==> config.mk <==
export PLATFORM = sky130hd
export DESIGN_NAME = wb_backend_top
export DESIGN_NICKNAME = d
export VERILOG_FILES = /design/src/hdl/wb_pkg.sv /design/src/hdl/wb_stage.sv /design/src/hdl/gpr_file.sv /design/src/hdl/csr_file.sv /design/src/hdl/operand_forward.sv /design/src/hdl/wb_backend_top.sv
export SDC_FILE = /design/constraint.sdc
export NUM_CORES = 2
export LEC_CHECK = 0
export BUFFER_PORTS_ARGS = -buffer_cell sky130_fd_sc_hd__clkbuf_2
export CAP_MARGIN = 20
export CELL_PAD_IN_SITES_DETAIL_PLACEMENT = 2
export CELL_PAD_IN_SITES_GLOBAL_PLACEMENT = 2
export CORE_MARGIN = 8
export CORE_UTILIZATION = 48
export CTS_CLUSTER_DIAMETER = 80
export CTS_CLUSTER_SIZE = 28
export DETAILED_ROUTE_END_ITERATION = 10
export GPL_TIMING_DRIVEN = 0
export PLACE_DENSITY = 0.87
export SETUP_SLACK_MARGIN = 0.05
export SYNTH_ARGS = -nofsm -noshare
export SYNTH_HDL_FRONTEND = slang
export SYNTH_SLANG_ARGS = --single-unit
export TNS_END_PERCENT = 10
==> constraint.sdc <==
create_clock -name i_clk -period 5.76 [get_ports i_clk]
set_input_delay 0.576 -clock i_clk [delete_from_list [all_inputs] [get_ports i_clk]]
set_output_delay 0.576 -clock i_clk [all_outputs]
set_load 0.02 [all_outputs]
==> src/hdl/wb_pkg.sv <==
// Back end package with word widths, register counts and machine CSR addresses
package wb_pkg;

  // data path
  localparam int XLEN        = 32;
  localparam int INST_WD     = 32;

  // general registers
  localparam int GPR_ADDR_WD = 5;
  localparam int GPR_NUM     = 32;

  // machine CSR address space
  localparam int CSR_ADDR_WD = 12;

  localparam logic [CSR_ADDR_WD-1:0] CSR_MSTATUS = 12'h300;
  localparam logic [CSR_ADDR_WD-1:0] CSR_MTVEC   = 12'h305;
  localparam logic [CSR_ADDR_WD-1:0] CSR_MEPC    = 12'h341;
  localparam logic [CSR_ADDR_WD-1:0] CSR_MCAUSE  = 12'h342;

endpackage

==> src/hdl/wb_stage.sv <==
// Write-back stage that registers the retiring instruction and steers its writes
`timescale 1ns/100ps

module wb_stage
  import wb_pkg::*;
(
  input  logic                   i_clk,
  input  logic                   i_arst_n,
  // from memory stage
  input  logic                   i_ms_valid,
  input  logic                   i_ms_gpr_wen,
  input  logic [GPR_ADDR_WD-1:0] i_ms_rd,
  input  logic [XLEN-1:0]        i_ms_gpr_result,
  input  logic                   i_ms_csr_wen,
  input  logic [CSR_ADDR_WD-1:0] i_ms_csr_addr,
  input  logic [XLEN-1:0]        i_ms_csr_result,
  input  logic [XLEN-1:0]        i_ms_pc,
  input  logic [INST_WD-1:0]     i_ms_inst,
  // to gpr file and bypass
  output logic                   o_gpr_we,
  output logic [GPR_ADDR_WD-1:0] o_gpr_waddr,
  output logic [XLEN-1:0]        o_gpr_wdata,
  // to csr file and bypass
  output logic                   o_csr_we,
  output logic [CSR_ADDR_WD-1:0] o_csr_waddr,
  output logic [XLEN-1:0]        o_csr_wdata,
  // commit trace
  output logic                   o_commit_valid,
  output logic [XLEN-1:0]        o_commit_pc,
  output logic [INST_WD-1:0]     o_commit_inst
);

  logic                   ws_valid;
  logic                   ws_gpr_wen;
  logic [GPR_ADDR_WD-1:0] ws_rd;
  logic [XLEN-1:0]        ws_gpr_result;
  logic                   ws_csr_wen;
  logic [CSR_ADDR_WD-1:0] ws_csr_addr;
  logic [XLEN-1:0]        ws_csr_result;
  logic [XLEN-1:0]        ws_pc;
  logic [INST_WD-1:0]     ws_inst;

  // ready-go is always true, so the stage takes a new instruction every cycle
  always_ff @(posedge i_clk or negedge i_arst_n) begin
    if (!i_arst_n) begin
      ws_valid <= 1'b0;
    end else begin
      ws_valid <= i_ms_valid;
    end
  end

  // payload holds while no instruction arrives
  always_ff @(posedge i_clk or negedge i_arst_n) begin
    if (!i_arst_n) begin
      ws_gpr_wen    <= 1'b0;
      ws_rd         <= '0;
      ws_gpr_result <= '0;
      ws_csr_wen    <= 1'b0;
      ws_csr_addr   <= '0;
      ws_csr_result <= '0;
      ws_pc         <= '0;
      ws_inst       <= '0;
    end else if (i_ms_valid) begin
      ws_gpr_wen    <= i_ms_gpr_wen;
      ws_rd         <= i_ms_rd;
      ws_gpr_result <= i_ms_gpr_result;
      ws_csr_wen    <= i_ms_csr_wen;
      ws_csr_addr   <= i_ms_csr_addr;
      ws_csr_result <= i_ms_csr_result;
      ws_pc         <= i_ms_pc;
      ws_inst       <= i_ms_inst;
    end
  end

  // x0 writes dropped here so the bypass never sees them
  assign o_gpr_we    = ws_valid && ws_gpr_wen && (ws_rd != '0);
  assign o_gpr_waddr = ws_rd;
  assign o_gpr_wdata = ws_gpr_result;

  assign o_csr_we    = ws_valid && ws_csr_wen;
  assign o_csr_waddr = ws_csr_addr;
  assign o_csr_wdata = ws_csr_result;

  assign o_commit_valid = ws_valid;
  assign o_commit_pc    = ws_pc;
  assign o_commit_inst  = ws_inst;

endmodule

==> src/hdl/gpr_file.sv <==
// General register file with 31 writable registers, hard-wired x0 and two read ports
`timescale 1ns/100ps

module gpr_file
  import wb_pkg::*;
(
  input  logic                   i_clk,
  input  logic                   i_arst_n,
  // write port
  input  logic                   i_we,
  input  logic [GPR_ADDR_WD-1:0] i_waddr,
  input  logic [XLEN-1:0]        i_wdata,
  // read ports
  input  logic [GPR_ADDR_WD-1:0] i_raddr1,
  input  logic [GPR_ADDR_WD-1:0] i_raddr2,
  output logic [XLEN-1:0]        o_rdata1,
  output logic [XLEN-1:0]        o_rdata2
);

  // no storage behind x0
  logic [XLEN-1:0] regs [GPR_NUM-1:1];

  always_ff @(posedge i_clk or negedge i_arst_n) begin
    if (!i_arst_n) begin
      for (int i = 1; i < GPR_NUM; i++) begin
        regs[i] <= '0;
      end
    end else if (i_we && (i_waddr != '0)) begin
      regs[i_waddr] <= i_wdata;
    end
  end

  // asynchronous reads with x0 reading zero
  assign o_rdata1 = (i_raddr1 == '0) ? '0 : regs[i_raddr1];
  assign o_rdata2 = (i_raddr2 == '0) ? '0 : regs[i_raddr2];

endmodule

==> src/hdl/csr_file.sv <==
// Machine CSR file holding mstatus, mtvec, mepc and mcause with one write and one read port
`timescale 1ns/100ps

module csr_file
  import wb_pkg::*;
(
  input  logic                   i_clk,
  input  logic                   i_arst_n,
  // write port
  input  logic                   i_we,
  input  logic [CSR_ADDR_WD-1:0] i_waddr,
  input  logic [XLEN-1:0]        i_wdata,
  // read port
  input  logic [CSR_ADDR_WD-1:0] i_raddr,
  output logic [XLEN-1:0]        o_rdata
);

  logic [XLEN-1:0] mstatus;
  logic [XLEN-1:0] mtvec;
  logic [XLEN-1:0] mepc;
  logic [XLEN-1:0] mcause;

  // writes to other addresses fall through the decode
  always_ff @(posedge i_clk or negedge i_arst_n) begin
    if (!i_arst_n) begin
      mstatus <= '0;
      mtvec   <= '0;
      mepc    <= '0;
      mcause  <= '0;
    end else if (i_we) begin
      case (i_waddr)
        CSR_MSTATUS: mstatus <= i_wdata;
        CSR_MTVEC:   mtvec   <= i_wdata;
        CSR_MEPC:    mepc    <= i_wdata;
        CSR_MCAUSE:  mcause  <= i_wdata;
        default: begin
        end
      endcase
    end
  end

  // unsupported addresses read zero
  always_comb begin
    case (i_raddr)
      CSR_MSTATUS: o_rdata = mstatus;
      CSR_MTVEC:   o_rdata = mtvec;
      CSR_MEPC:    o_rdata = mepc;
      CSR_MCAUSE:  o_rdata = mcause;
      default:     o_rdata = '0;
    endcase
  end

endmodule

==> src/hdl/operand_forward.sv <==
// Operand forwarding that bypasses the pending write-back data to the decode reads
`timescale 1ns/100ps

module operand_forward
  import wb_pkg::*;
(
  // decode read addresses
  input  logic [GPR_ADDR_WD-1:0] i_ds_rs1,
  input  logic [GPR_ADDR_WD-1:0] i_ds_rs2,
  input  logic [CSR_ADDR_WD-1:0] i_ds_csr_addr,
  // pending write from write-back
  input  logic                   i_gpr_we,
  input  logic [GPR_ADDR_WD-1:0] i_gpr_waddr,
  input  logic [XLEN-1:0]        i_gpr_wdata,
  input  logic                   i_csr_we,
  input  logic [CSR_ADDR_WD-1:0] i_csr_waddr,
  input  logic [XLEN-1:0]        i_csr_wdata,
  // register file reads
  input  logic [XLEN-1:0]        i_gpr_rdata1,
  input  logic [XLEN-1:0]        i_gpr_rdata2,
  input  logic [XLEN-1:0]        i_csr_rdata,
  // to decode
  output logic [XLEN-1:0]        o_rs1_val,
  output logic [XLEN-1:0]        o_rs2_val,
  output logic [XLEN-1:0]        o_csr_val
);

  logic rs1_hit;
  logic rs2_hit;
  logic csr_supported;
  logic csr_hit;

  // gpr_we is already low for rd zero
  assign rs1_hit = i_gpr_we && (i_gpr_waddr == i_ds_rs1);
  assign rs2_hit = i_gpr_we && (i_gpr_waddr == i_ds_rs2);

  // the csr file keeps its decode to itself, so repeat it for the bypass
  assign csr_supported = (i_csr_waddr == CSR_MSTATUS) ||
                         (i_csr_waddr == CSR_MTVEC)   ||
                         (i_csr_waddr == CSR_MEPC)    ||
                         (i_csr_waddr == CSR_MCAUSE);
  assign csr_hit = i_csr_we && csr_supported && (i_csr_waddr == i_ds_csr_addr);

  assign o_rs1_val = rs1_hit ? i_gpr_wdata : i_gpr_rdata1;
  assign o_rs2_val = rs2_hit ? i_gpr_wdata : i_gpr_rdata2;
  assign o_csr_val = csr_hit ? i_csr_wdata : i_csr_rdata;

endmodule

==> src/hdl/wb_backend_top.sv <==
// Pipeline back end top that joins the write-back stage, register files and forwarding
`timescale 1ns/100ps

module wb_backend_top
  import wb_pkg::*;
(
  input  logic                   i_clk,
  input  logic                   i_arst_n,
  // from memory stage
  input  logic                   i_ms_valid,
  input  logic                   i_ms_gpr_wen,
  input  logic [GPR_ADDR_WD-1:0] i_ms_rd,
  input  logic [XLEN-1:0]        i_ms_gpr_result,
  input  logic                   i_ms_csr_wen,
  input  logic [CSR_ADDR_WD-1:0] i_ms_csr_addr,
  input  logic [XLEN-1:0]        i_ms_csr_result,
  input  logic [XLEN-1:0]        i_ms_pc,
  input  logic [INST_WD-1:0]     i_ms_inst,
  // decode reads
  input  logic [GPR_ADDR_WD-1:0] i_ds_rs1,
  input  logic [GPR_ADDR_WD-1:0] i_ds_rs2,
  input  logic [CSR_ADDR_WD-1:0] i_ds_csr_addr,
  output logic [XLEN-1:0]        o_ds_rs1_val,
  output logic [XLEN-1:0]        o_ds_rs2_val,
  output logic [XLEN-1:0]        o_ds_csr_val,
  // commit trace
  output logic                   o_commit_valid,
  output logic [XLEN-1:0]        o_commit_pc,
  output logic [INST_WD-1:0]     o_commit_inst
);

  logic                   gpr_we;
  logic [GPR_ADDR_WD-1:0] gpr_waddr;
  logic [XLEN-1:0]        gpr_wdata;
  logic                   csr_we;
  logic [CSR_ADDR_WD-1:0] csr_waddr;
  logic [XLEN-1:0]        csr_wdata;
  logic [XLEN-1:0]        gpr_rdata1;
  logic [XLEN-1:0]        gpr_rdata2;
  logic [XLEN-1:0]        csr_rdata;

  wb_stage u_wb_stage (
    .i_clk           (i_clk),
    .i_arst_n        (i_arst_n),
    .i_ms_valid      (i_ms_valid),
    .i_ms_gpr_wen    (i_ms_gpr_wen),
    .i_ms_rd         (i_ms_rd),
    .i_ms_gpr_result (i_ms_gpr_result),
    .i_ms_csr_wen    (i_ms_csr_wen),
    .i_ms_csr_addr   (i_ms_csr_addr),
    .i_ms_csr_result (i_ms_csr_result),
    .i_ms_pc         (i_ms_pc),
    .i_ms_inst       (i_ms_inst),
    .o_gpr_we        (gpr_we),
    .o_gpr_waddr     (gpr_waddr),
    .o_gpr_wdata     (gpr_wdata),
    .o_csr_we        (csr_we),
    .o_csr_waddr     (csr_waddr),
    .o_csr_wdata     (csr_wdata),
    .o_commit_valid  (o_commit_valid),
    .o_commit_pc     (o_commit_pc),
    .o_commit_inst   (o_commit_inst)
  );

  gpr_file u_gpr_file (
    .i_clk    (i_clk),
    .i_arst_n (i_arst_n),
    .i_we     (gpr_we),
    .i_waddr  (gpr_waddr),
    .i_wdata  (gpr_wdata),
    .i_raddr1 (i_ds_rs1),
    .i_raddr2 (i_ds_rs2),
    .o_rdata1 (gpr_rdata1),
    .o_rdata2 (gpr_rdata2)
  );

  csr_file u_csr_file (
    .i_clk    (i_clk),
    .i_arst_n (i_arst_n),
    .i_we     (csr_we),
    .i_waddr  (csr_waddr),
    .i_wdata  (csr_wdata),
    .i_raddr  (i_ds_csr_addr),
    .o_rdata  (csr_rdata)
  );

  // same write signals double as the bypass bus
  operand_forward u_operand_forward (
    .i_ds_rs1      (i_ds_rs1),
    .i_ds_rs2      (i_ds_rs2),
    .i_ds_csr_addr (i_ds_csr_addr),
    .i_gpr_we      (gpr_we),
    .i_gpr_waddr   (gpr_waddr),
    .i_gpr_wdata   (gpr_wdata),
    .i_csr_we      (csr_we),
    .i_csr_waddr   (csr_waddr),
    .i_csr_wdata   (csr_wdata),
    .i_gpr_rdata1  (gpr_rdata1),
    .i_gpr_rdata2  (gpr_rdata2),
    .i_csr_rdata   (csr_rdata),
    .o_rs1_val     (o_ds_rs1_val),
    .o_rs2_val     (o_ds_rs2_val),
    .o_csr_val     (o_ds_csr_val)
  );

endmodule

==> results.md <==
* DPL Wire Length at 218000 microns
* Worst hold endpoint: u_wb_stage.o_gpr_wdata[17]$_DFFE_PN0P_
* Slew Limit Fails at 0
* Reg-to-Reg Start: u_wb_stage.o_commit_valid$_DFF_PN0_
* DIE AREA at about 150000 sq um
* CP delay by family, top: buffers and inverters
* Max Fanout on Critical Path at 11
* Post-synth EDFFs at 0
* Die Width at 386 microns
* Dpl cells at 6803
* Total negative slack at 0 ns
* Placed inst area at roughly 70000 sq um
* Yosys cell types at between 60 and 70
* Post-Route WL at between 300000 and 400000 microns
* Slew @ Worst Pin at between 1 and 1.5 ns
* Async SR Flop Fraction at 1.00
* Slowest-stage cell, CP: buf_2
* Fmax at 190 MHz
* Final ANT Viol Nets at 0
* Most frequent cells in the layout: dfrtp_1 (1268), mux2_2 (1256), mux4_2 (360)
* Final worst-path cycle share at 0.912
* Core Region at 137000 sq um
* I/O Buffers at between 300 and 400
* Clock Latency Late Sink at 0.74 ns
* Status: completed
* Worst r2r path cells at 5
* Max_cap viols at 0
* CTS tree: built
* Fill count at 12500
* #FFs+latches synth at roughly 1300
* Max Clock Skew at 0.0477 ns
* Power Total at about 25 mW
* Initial DRC Count at 6613
* Via density at 7.33
* Cell Pwr Density at 349 nW/um^2
* Clk sinks at about 1300
* R2R Setup Slk at 2.12 ns
* Site Rows at 136
* Final worst path period need at 5.26 ns
* Tot GR Track Use at 0.414
* Critical path type: in2out
* Starting Density at 0.481
* Root Driver: clkbuf_16
* Mapped Area at 65800 sq um
* Sequential share of the synthesized area at 0.482
* DR vias at about 51000
* Layout area overhead at 10.9%
* Max transition margin at 0.156
* WP buf/inv at 5
* CP Launch Type: primary input
* Top FF cell, synth: dfrtp_1
* Avg Inst Size Synth at between 10 and 15 sq um
* First-pass GRT wire length at 442000 microns
* Gpl congestion at 0.983
* # DRC at 0
* Share of cells above drive strength 1 at 0.449
* Setup Viol. Count Final at 0
* Num CTS Buffers at 74
* HP Class: in2reg
* Clk buf depth at 3
* Worst Min Path Start: i_ms_gpr_result[17]
* R2r endpoint: u_gpr_file.regs[635]$_DFFE_PN0P_
* Max incr delay on CP at between 0.7 and 0.8 ns
* CP arrival at 4.68 ns
* PostCTS Resize Cnt at 0
* Cell mode on critical path: buf_2
* Cells after Synth at 4663
* H-tree levels at 3
* CTS Hold Bufs at 2
* Final Hold Viols at 0
* Yosys Warn Count at 0
* Utilization after layout at 0.533
* Cell Chain, Critical Path: clkbuf_2, buf_2, buf_2, buf_2, mux2i_1, a22oi_1, a21oi_1, o31ai_1, clkbuf_2
* Final nets at roughly 5300
* DRT Pass-1 Iters at 6
* I/O Pins at 333
* Setup crit end kind: output pin
* Final Cell Area at 72900 sq um
* Drt wl/cell at 45.1 microns
* Required @ worst endpoint at about 5.2 ns
* GRT overflow at 0
* Fin cells at 6968
* Worst Hold Path Cells at 2
* Net count after synthesis at approximately 4800
* Die H at 386 microns
* Antenna violations before repair at 35
* Number of global-route vias before repair at 55700
* Largest net degree at the start of global routing at between 100 and 150
* Setup repair after global routing missed its margin: false
* Maximum VDD drop at about 0.00033 V
* Setup Fix Bufs, Post-CTS at 0
* CTS clock-pin slew for the worst setup and hold paths at 0.12 ns
* Commonest non-fill, non-tap cell in the layout: dfrtp_1
* P_leak at 33.4 nW
==> power by group <==
part,internal [mW],total [mW],switching (mW),leakage [nW]
logic,3.01,6.46,3.46,15.3
registers,10.6,12.4,1.82,16.8
clock network,2.81,6.60,3.79,1.28
total,16.4,25.4,9.07,33.4
==> state kept, by name, summed over array words and instances (netlist names) <==
| register | cells |
|---|---|
| u_csr_file.mcause | 32 |
| u_csr_file.mepc | 32 |
| u_csr_file.mstatus | 32 |
| u_csr_file.mtvec | 32 |
| u_gpr_file.regs | 992 |
| u_wb_stage.o_commit_inst | 32 |
| u_wb_stage.o_commit_pc | 32 |
| u_wb_stage.o_commit_valid | 1 |
| u_wb_stage.o_csr_waddr | 12 |
| u_wb_stage.o_csr_wdata | 32 |
| u_wb_stage.o_gpr_waddr | 5 |
| u_wb_stage.o_gpr_wdata | 32 |
| u_wb_stage.ws_csr_wen | 1 |
| u_wb_stage.ws_gpr_wen | 1 |
==> how the worst max path moves through the flow <==
stage	startpoint	to	slack, ns	cells past startpoint
global route	i_ds_rs1[1]	o_ds_rs1_val[0]	0.71	9
global placement	i_arst_n	u_gpr_file.regs[752]$_DFFE_PN0P_	-27.56	1
floorplan	i_ds_rs1[0]	o_ds_rs1_val[0]	2.81	8
detailed placement	i_ds_rs1[2]	o_ds_rs1_val[2]	0.98	8
finish	i_ds_rs1[1]	o_ds_rs1_val[0]	0.50	9
CTS	i_ds_rs2[1]	o_ds_rs2_val[3]	0.92	9
==> layer usage <==
| layer | wire length [microns] | up-vias | GRT usage |
|---|---|---|---|
| met2 | 139000 | 3978 | 0.626 |
| li1 | - | 18600 | - |
| met4 | 25400 | 18 | 0.273 |
| met1 | 113000 | 27300 | 0.509 |
| met3 | 35800 | 1117 | 0.135 |
| met5 | 116 | - | 0 |
==> Yosys cell counts, types with 5 or more instances <==
master	count	area (sq um)
buf_6	13	146
o21bai_1	7	52.6
a21boi_0	8	60.1
buf_1	52	195
nor3_1	48	240
buf_2	158	791
dfrtp_1	1268	31700
a221oi_1	46	403
nor2_1	49	184
nand3b_1	11	82.6
o21ai_0	21	105
and2_1	7	43.8
a32o_1	33	330
clkbuf_1	236	886
a21oi_1	32	160
o31ai_1	10	75.1
buf_4	20	150
mux4_2	360	8110
nand2b_1	5	31.3
o2111ai_1	5	43.8
nor2b_1	37	231
a22o_1	40	350
mux2_1	93	1050
o221ai_1	20	175
a22oi_1	86	646
nand2_1	93	349
mux2_2	1256	14100
a221o_1	31	310
mux2i_1	239	2390
o22ai_1	26	163
xnor2_1	12	105
nand3_1	219	1100
o211ai_1	15	113
xor2_1	11	96.3
nand4_1	45	282
==> logic make-up after synthesis <==
group,after synthesis,share of synthesized area
mux,1948,0.391
flops,1268,0.482
simple gates,547,0.0433
buf+inv,483,0.0332
compound gates,394,0.0472
xor+xnor,23,0.00306
==> final cells by class <==
class / instances / area (sq um) / area share
antenna: 20 / 50.0 / 0.000686
buffer: 479 / 2170 / 0.0298
clock buffer: 81 / 1960 / 0.0269
clock inverter: 55 / 686 / 0.00940
inverter: 4 / 15.0 / 0.000206
multi-input combinational: 2912 / 31800 / 0.437
sequential: 1268 / 31700 / 0.435
tap: 1794 / 2240 / 0.0308
timing repair buffer: 355 / 2210 / 0.0304
==> through the flow <==
stage                     setup WS [ns]  hold WS, ns
final                             0.504       0.0704
after floorplan                    2.81        0.280
after detailed placement          0.979        0.480
after global placement           -27.56        0.468
after global routing              0.706       0.0752
after CTS                         0.925       0.0399
Power figures use the tool's default switching activity.
